[config.mk]
export PLATFORM = sky130hd
export DESIGN_NAME = tetrisVgaTop
export DESIGN_NICKNAME = d
export VERILOG_FILES = /design/src/tetrisVgaPkg.sv /design/src/rasterTiming.sv /design/src/cellLocator.sv /design/src/boardStore.sv /design/src/pipeDelay.sv /design/src/colorSelect.sv /design/src/tetrisVgaTop.sv
export VERILOG_INCLUDE_DIRS = /design/src
export SDC_FILE = /design/constraint.sdc
export NUM_CORES = 1
export LEC_CHECK = 0
export BUFFER_PORTS_ARGS = -buffer_cell sky130_fd_sc_hd__buf_2
export CAP_MARGIN = 20
export CORE_MARGIN = 1
export CORE_UTILIZATION = 59
export CTS_BUF_LIST = sky130_fd_sc_hd__clkbuf_8
export DETAILED_ROUTE_END_ITERATION = 7
export GPL_TIMING_DRIVEN = 0
export PLACE_DENSITY_LB_ADDON = 0.15
export SLEW_MARGIN = 5
export SYNTH_ARGS = -nofsm -noshare
export SYNTH_HDL_FRONTEND = slang
export SYNTH_HIERARCHICAL = 1
export SYNTH_SLANG_ARGS = --single-unit
[constraint.sdc]
create_clock -name VGA_CLK_n -period 5.55 [get_ports VGA_CLK_n]
set_input_delay 1.11 -clock VGA_CLK_n [delete_from_list [all_inputs] [get_ports VGA_CLK_n]]
set_output_delay 1.11 -clock VGA_CLK_n [all_outputs]
set_load 0.03 [all_outputs]
[src/tetrisVga_params.svh]
`ifndef TETRIS_VGA_PARAMS_SVH
`define TETRIS_VGA_PARAMS_SVH

// 640x480 at 60 Hz, counted in pixel clocks and lines.
`define H_ACTIVE 640
`define H_FRONT 16
`define H_SYNC 96
`define H_BACK 48
`define H_TOTAL 800

`define V_ACTIVE 480
`define V_FRONT 10
`define V_SYNC 2
`define V_BACK 33
`define V_TOTAL 525

// The board sits right of centre, 10 cells wide and 20 cells tall.
`define BOARD_LEFT 400
`define BOARD_TOP 40
`define CELL_SIZE 20
`define BOARD_COLS 10
`define BOARD_ROWS 20
`define BOARD_CELLS 200

// Palette entries are blue, green, red from the top byte down.
`define COLOR_FILLED 24'hFF8020
`define COLOR_EMPTY 24'h202020
`define COLOR_WALL 24'h909090

`endif

[src/tetrisVgaPkg.sv]
package tetrisVgaPkg;

	// Horizontal or vertical position, wide enough for the full 800x525 raster.
	typedef logic [9:0] pixelCoord_t;

	// Cell index, row times 10 plus column.
	typedef logic [7:0] boardAddr_t;

	typedef enum logic [1:0]
	{
		classOutside = 2'd0,
		classWall = 2'd1,
		classBoard = 2'd2
	} cellClass_t;

	// Both sync pulses are active low.
	typedef struct packed
	{
		logic hSync;
		logic vSync;
		logic blankN;
	} syncBundle_t;

	typedef struct packed
	{
		logic [7:0] blue;
		logic [7:0] green;
		logic [7:0] red;
	} pixelColor_t;

endpackage

[src/rasterTiming.sv]
`timescale 1ns/10ps
`include "tetrisVga_params.svh"

module rasterTiming (
	input logic VGA_CLK_n,
	input logic iRST_n,
	output tetrisVgaPkg::pixelCoord_t pixelX,
	output tetrisVgaPkg::pixelCoord_t pixelY,
	output tetrisVgaPkg::syncBundle_t sync
);

	localparam int H_SYNC_START = `H_ACTIVE + `H_FRONT;
	localparam int H_SYNC_END = H_SYNC_START + `H_SYNC;
	localparam int V_SYNC_START = `V_ACTIVE + `V_FRONT;
	localparam int V_SYNC_END = V_SYNC_START + `V_SYNC;

	logic lineEnd;
	logic frameEnd;

	assign lineEnd = (pixelX == tetrisVgaPkg::pixelCoord_t'(`H_TOTAL - 1));
	assign frameEnd = (pixelY == tetrisVgaPkg::pixelCoord_t'(`V_TOTAL - 1));

	always_ff @(posedge VGA_CLK_n or negedge iRST_n)
	begin
		if (!iRST_n)
		begin
			pixelX <= '0;
			pixelY <= '0;
		end
		else if (lineEnd)
		begin
			pixelX <= '0;
			if (frameEnd)
				pixelY <= '0;
			else
				pixelY <= pixelY + 1'b1; // The line counter steps once per wrap.
		end
		else
		begin
			pixelX <= pixelX + 1'b1;
		end
	end

	// Decoded straight from the counters, the delay line downstream registers them.
	always_comb
	begin
		sync.hSync = !((pixelX >= H_SYNC_START) && (pixelX < H_SYNC_END));
		sync.vSync = !((pixelY >= V_SYNC_START) && (pixelY < V_SYNC_END));
		sync.blankN = (pixelX < `H_ACTIVE) && (pixelY < `V_ACTIVE);
	end

endmodule

[src/cellLocator.sv]
`timescale 1ns/10ps
`include "tetrisVga_params.svh"

module cellLocator (
	input logic VGA_CLK_n,
	input logic iRST_n,
	input tetrisVgaPkg::pixelCoord_t pixelX,
	input tetrisVgaPkg::pixelCoord_t pixelY,
	output tetrisVgaPkg::boardAddr_t cellAddr,
	output tetrisVgaPkg::cellClass_t cellClass
);

	localparam int BOARD_RIGHT = `BOARD_LEFT + `BOARD_COLS * `CELL_SIZE;
	localparam int BOARD_BOTTOM = `BOARD_TOP + `BOARD_ROWS * `CELL_SIZE;

	logic inBoard;
	tetrisVgaPkg::pixelCoord_t offsetX;
	tetrisVgaPkg::pixelCoord_t offsetY;
	logic [3:0] cellCol;
	logic [4:0] cellRow;
	logic isWall;
	tetrisVgaPkg::boardAddr_t nextAddr;

	assign inBoard = (pixelX >= `BOARD_LEFT) && (pixelX < BOARD_RIGHT) &&
		(pixelY >= `BOARD_TOP) && (pixelY < BOARD_BOTTOM);

	assign offsetX = pixelX - tetrisVgaPkg::pixelCoord_t'(`BOARD_LEFT);
	assign offsetY = pixelY - tetrisVgaPkg::pixelCoord_t'(`BOARD_TOP);

	// Only meaningful inside the board, where the quotients stay in range.
	assign cellCol = 4'(offsetX / tetrisVgaPkg::pixelCoord_t'(`CELL_SIZE));
	assign cellRow = 5'(offsetY / tetrisVgaPkg::pixelCoord_t'(`CELL_SIZE));

	// Side walls and the floor row.
	assign isWall = (cellCol == 4'd0) || (cellCol == 4'(`BOARD_COLS - 1)) ||
		(cellRow == 5'(`BOARD_ROWS - 1));

	assign nextAddr = 8'(cellRow * `BOARD_COLS) + 8'(cellCol);

	always_ff @(posedge VGA_CLK_n or negedge iRST_n)
	begin
		if (!iRST_n)
		begin
			cellAddr <= '0;
			cellClass <= tetrisVgaPkg::classOutside;
		end
		else if (!inBoard)
		begin
			cellAddr <= '0; // Keeps the read address valid off the board.
			cellClass <= tetrisVgaPkg::classOutside;
		end
		else
		begin
			cellAddr <= nextAddr;
			cellClass <= isWall ? tetrisVgaPkg::classWall : tetrisVgaPkg::classBoard;
		end
	end

endmodule

[src/boardStore.sv]
`timescale 1ns/10ps
`include "tetrisVga_params.svh"

module boardStore (
	input logic VGA_CLK_n,
	input logic iRST_n,
	input tetrisVgaPkg::boardAddr_t rdAddr,
	output logic rdBit,
	input logic wrEn,
	input tetrisVgaPkg::boardAddr_t wrAddr,
	input logic wrBit
);

	logic [`BOARD_CELLS-1:0] cells;

	always_ff @(posedge VGA_CLK_n or negedge iRST_n)
	begin
		if (!iRST_n)
		begin
			cells <= '0; // The board starts empty.
			rdBit <= 1'b0;
		end
		else
		begin
			if (wrEn && (wrAddr < `BOARD_CELLS))
				cells[wrAddr] <= wrBit;
			if (rdAddr < `BOARD_CELLS)
				rdBit <= cells[rdAddr];
			else
				rdBit <= 1'b0;
		end
	end

endmodule

[src/pipeDelay.sv]
`timescale 1ns/10ps

module pipeDelay #(
	parameter type payload_t = logic,
	parameter int DEPTH = 1,
	parameter int TAP_DEPTH = DEPTH,
	parameter payload_t RESET_VALUE = payload_t'(0)
) (
	input logic VGA_CLK_n,
	input logic iRST_n,
	input payload_t din,
	output payload_t dout,
	output payload_t tap
);

	payload_t stages [DEPTH];

	always_ff @(posedge VGA_CLK_n or negedge iRST_n)
	begin
		if (!iRST_n)
		begin
			for (int i = 0; i < DEPTH; i++)
				stages[i] <= RESET_VALUE;
		end
		else
		begin
			stages[0] <= din;
			for (int i = 1; i < DEPTH; i++)
				stages[i] <= stages[i-1];
		end
	end

	assign dout = stages[DEPTH-1];
	assign tap = stages[TAP_DEPTH-1]; // Intermediate stage for logic that sits mid-pipe.

endmodule

[src/colorSelect.sv]
`timescale 1ns/10ps
`include "tetrisVga_params.svh"

module colorSelect (
	input logic VGA_CLK_n,
	input logic iRST_n,
	input tetrisVgaPkg::cellClass_t cellClass,
	input logic boardBit,
	input logic blankN,
	output tetrisVgaPkg::pixelColor_t color
);

	tetrisVgaPkg::pixelColor_t nextColor;

	always_comb
	begin
		case (cellClass)
			tetrisVgaPkg::classWall:
				nextColor = tetrisVgaPkg::pixelColor_t'(`COLOR_WALL);
			tetrisVgaPkg::classBoard:
				nextColor = boardBit ? tetrisVgaPkg::pixelColor_t'(`COLOR_FILLED)
					: tetrisVgaPkg::pixelColor_t'(`COLOR_EMPTY);
			default:
				nextColor = tetrisVgaPkg::pixelColor_t'(`COLOR_EMPTY); // Background.
		endcase
		if (!blankN)
			nextColor = '0; // Porches and sync must be black.
	end

	always_ff @(posedge VGA_CLK_n or negedge iRST_n)
	begin
		if (!iRST_n)
			color <= '0;
		else
			color <= nextColor;
	end

endmodule

[src/tetrisVgaTop.sv]
`timescale 1ns/10ps

module tetrisVgaTop (
	input logic VGA_CLK_n,
	input logic iRST_n,
	input logic boardWrEn,
	input tetrisVgaPkg::boardAddr_t boardWrAddr,
	input logic boardWrData,
	output logic oHS,
	output logic oVS,
	output logic oBLANK_n,
	output logic [7:0] blue,
	output logic [7:0] green,
	output logic [7:0] red
);

	localparam tetrisVgaPkg::syncBundle_t SYNC_IDLE = '{hSync: 1'b1, vSync: 1'b1, blankN: 1'b0};

	tetrisVgaPkg::pixelCoord_t pixelX;
	tetrisVgaPkg::pixelCoord_t pixelY;
	tetrisVgaPkg::syncBundle_t rawSync;
	tetrisVgaPkg::syncBundle_t midSync;
	tetrisVgaPkg::syncBundle_t outSync;
	tetrisVgaPkg::boardAddr_t cellAddr;
	tetrisVgaPkg::cellClass_t cellClass;
	tetrisVgaPkg::cellClass_t cellClassDly;
	logic boardBit;
	tetrisVgaPkg::pixelColor_t color;

	rasterTiming rasterTiming_inst (
		.VGA_CLK_n(VGA_CLK_n),
		.iRST_n(iRST_n),
		.pixelX(pixelX),
		.pixelY(pixelY),
		.sync(rawSync)
	);

	cellLocator cellLocator_inst (
		.VGA_CLK_n(VGA_CLK_n),
		.iRST_n(iRST_n),
		.pixelX(pixelX),
		.pixelY(pixelY),
		.cellAddr(cellAddr),
		.cellClass(cellClass)
	);

	boardStore boardStore_inst (
		.VGA_CLK_n(VGA_CLK_n),
		.iRST_n(iRST_n),
		.rdAddr(cellAddr),
		.rdBit(boardBit),
		.wrEn(boardWrEn),
		.wrAddr(boardWrAddr),
		.wrBit(boardWrData)
	);

	// Matches the class to the board bit read one cycle later.
	pipeDelay #(
		.payload_t(tetrisVgaPkg::cellClass_t),
		.DEPTH(1),
		.RESET_VALUE(tetrisVgaPkg::classOutside)
	) classDelay_inst (
		.VGA_CLK_n(VGA_CLK_n),
		.iRST_n(iRST_n),
		.din(cellClass),
		.dout(cellClassDly),
		.tap()
	);

	// Sync follows the three registered stages of the colour path.
	pipeDelay #(
		.payload_t(tetrisVgaPkg::syncBundle_t),
		.DEPTH(3),
		.TAP_DEPTH(2),
		.RESET_VALUE(SYNC_IDLE)
	) syncDelay_inst (
		.VGA_CLK_n(VGA_CLK_n),
		.iRST_n(iRST_n),
		.din(rawSync),
		.dout(outSync),
		.tap(midSync)
	);

	colorSelect colorSelect_inst (
		.VGA_CLK_n(VGA_CLK_n),
		.iRST_n(iRST_n),
		.cellClass(cellClassDly),
		.boardBit(boardBit),
		.blankN(midSync.blankN),
		.color(color)
	);

	assign oHS = outSync.hSync;
	assign oVS = outSync.vSync;
	assign oBLANK_n = outSync.blankN;
	assign blue = color.blue;
	assign green = color.green;
	assign red = color.red;

endmodule

==> impl_results.md <==
- Final instance count without filler cells: 1795
- Data arrival, critical path: 5790 ps
- Overall global routing resource usage: 30.0%
- Depth of the most critical reg-to-reg path: 24
- Synth Cell Area: 14500 sq um
- Global-route wire length before repair: 56.9 mm
- Max-cap viol count: 0
- Result of the run: finished, final reports clean
- Count of endpoints failing hold in the final timing report: 0
- Total Negative Setup Slacks: 0 ps
- Wire length per cell after detailed routing: 20.5 um
- Data required time at the worst endpoint: 5950 ps
- Placeable core area: 23800 sq um
- Critical Path Fanout Max: 10
- Reg-to-reg slack, setup: 160 ps
- Ant diodes: 0
- Half-perimeter wire length after detailed placement: 24.3 mm
- Die Span Y: 159 um
- Starting density of the core: 60.9%
- Maximum vdd ir drop: 0.313 mV
- Clock buffer count from CTS: 43
- Die Outline Area: 25100 sq um
- Share of post-route cells with drive strength above 1: 31.2%
- Num Clock Sinks: 247
- Post-placement cell count: 1701
- Drt pass-1 iters: 6
- Number of nets still failing antenna checks after routing: 0
- Setup crit end kind: register
- Boundary pin count: 39
- Startpoint of the worst-slack reg-to-reg timing path: rasterTiming_inst/pixelY[3]$_DFFE_PN0N_
- Number of global-route vias before repair: 10600
- Antenna violations before repair: 0
- Worst setup startpoint: rasterTiming_inst/pixelY[3]$_DFFE_PN0N_
- Per-instance average area after synthesis: 10.7 sq um
- Number of DRC violations after detailed-routing iteration 0: 844
- Post-DR vias/cell: 6.12
- Min-Delay Endpoint: classDelay_inst/dout[1]$_DFF_PN0_
- Hold WC Path Type: register to register
- Startpoint types: register
- Start point of the worst min-delay path: cellLocator_inst/cellClass[1]$_DFF_PN0_
- Endpoint of the most critical register-to-register path: cellLocator_inst/cellAddr[7]$_DFF_PN0_
- Buffers from clock root to sink, at most: 3
- Slew of the pin with the lowest slew margin: 1150 ps
- Cell depth of the worst min-delay path: 0
- DIE WIDTH: 159 um
- Largest clock skew in the final design: 47.2 ps
- Part of the cycle the worst path needs: 97.1%
- Maximum operating frequency: 186 MHz
- Number of levels the H-tree was split into: 2
- PnR Total Power: 3.86 mW
- Final net count: 1479
- Buffers added on ports: 24
- Gr ovfl total: 0
- Final Slew Violations: 0
- Clock-pin transition on the worst setup and hold timing paths: 60 ps
- Commonest cells after routing, fill and taps aside: dfrtp_1 (238), nand2_1 (214), mux2_2 (204)
- Max transition margin: 23.6%
- Final setup violation count: 0
- Cell at the root of the clock tree: clkbuf_8
- Post-synthesis to final-layout area growth: 12.4%
- Final Critical Period: 5390 ps
- CTS tree: yes
- Synthesized netlist cell count: 1347
- WL final: 36.8 mm
- Row Count: 56
- Lkg Pwr: 7.15 nW
- Detailed-route via count: 11000
- Skew-Pair Late Insertion Delay: 600 ps
- Kind of critical path: register to register
- Power per Cell Area: 237 nW/um^2
- Synth warnings: 6
- Most frequent standard cell in the layout excluding fill and tap cells: dfrtp_1
- Routability cong.: 0.895
- Maximum number of pins on one net before global-route repair: 107
- DRC violations left: 0
==> power breakdown <==
part           internal, mW  switching [mW]
Combinational        0.0870           0.145
Clock                 0.951           0.786
Sequential             1.86          0.0283
Total                  2.90           0.959
==> layout make-up <==
class / count / area [sq um]
timing repair buffer: 42 / 305
tap: 319 / 399
fill: 1772 / 7510
buffer: 118 / 676
clock inverter: 26 / 181
multi-input combinational: 964 / 7670
inverter: 27 / 105
clock buffer: 52 / 716
sequential: 247 / 6190
==> worst max-delay path, cell delays in order, from the launching register on <==
cell	delay, ps
dfrtp_2	470
buf_8	150
clkinvlp_4	100
ha_4	180
nor2b_4	40
buf_6	140
o21a_4	220
or2_0	250
buf_6	150
o32a_1	360
a31oi_4	220
o21ai_2	120
maj3_2	390
a2111oi_4	350
a311oi_2	110
a21o_2	220
ha_1	180
ha_1	210
fa_1	520
nand2_1	110
nor2_1	120
o21ai_0	110
a221oi_2	290
xor2_1	170
nor2_1	60
==> sequential cells by signal, summed over array words and instances, names as in the netlist <==
name and cells:
colorSelect_inst/color 5, syncDelay_inst/dout 3, syncDelay_inst/tap 3, syncDelay_inst/stages 3
boardStore_inst/cells 200, cellLocator_inst/cellClass 2, rasterTiming_inst/pixelX 10, classDelay_inst/dout 2
cellLocator_inst/cellAddr 8, rasterTiming_inst/pixelY 10, boardStore_inst/rdBit 1
==> layer usage <==
metal  track usage, %  wire, um
met5                0         0
met4             13.1      1540
met3             4.25      2350
met2             51.3     18100
met1             38.0     14800
==> through the flow <==
stage	instance area (sq um)	setup slack, ps	hold WS [ps]	util [%]
after detailed placement	15100	-241	336	63.5
after floorplan	14500	370	331	-
after global routing	16200	-80.5	360	68.4
after CTS	16000	3.37	348	67.4
final	16200	160	345	68.4
after global placement	15000	-1110	333	63.2
==> how the worst max path moves through the flow <==
stage | to | slack, ps | cells after the start
finish | cellLocator_inst/cellAddr[7]$_DFF_PN0_ | 160 | 24
global route | cellLocator_inst/cellAddr[7]$_DFF_PN0_ | -80 | 24
CTS | cellLocator_inst/cellAddr[7]$_DFF_PN0_ | 3 | 23
detailed placement | cellLocator_inst/cellAddr[7]$_DFF_PN0_ | -240 | 23
global placement | rasterTiming_inst/pixelX[6]$_DFF_PN0_ | -1110 | 1
floorplan | cellLocator_inst/cellAddr[7]$_DFF_PN0_ | 370 | 24
==> timing repair <==
item	CTS	global route
hold buffers	0	0
resized for setup	9	24
buffers inserted	0	16
pin swaps	0	8
setup endpoints to repair	1	1
(Power assumes the default switching activity.)
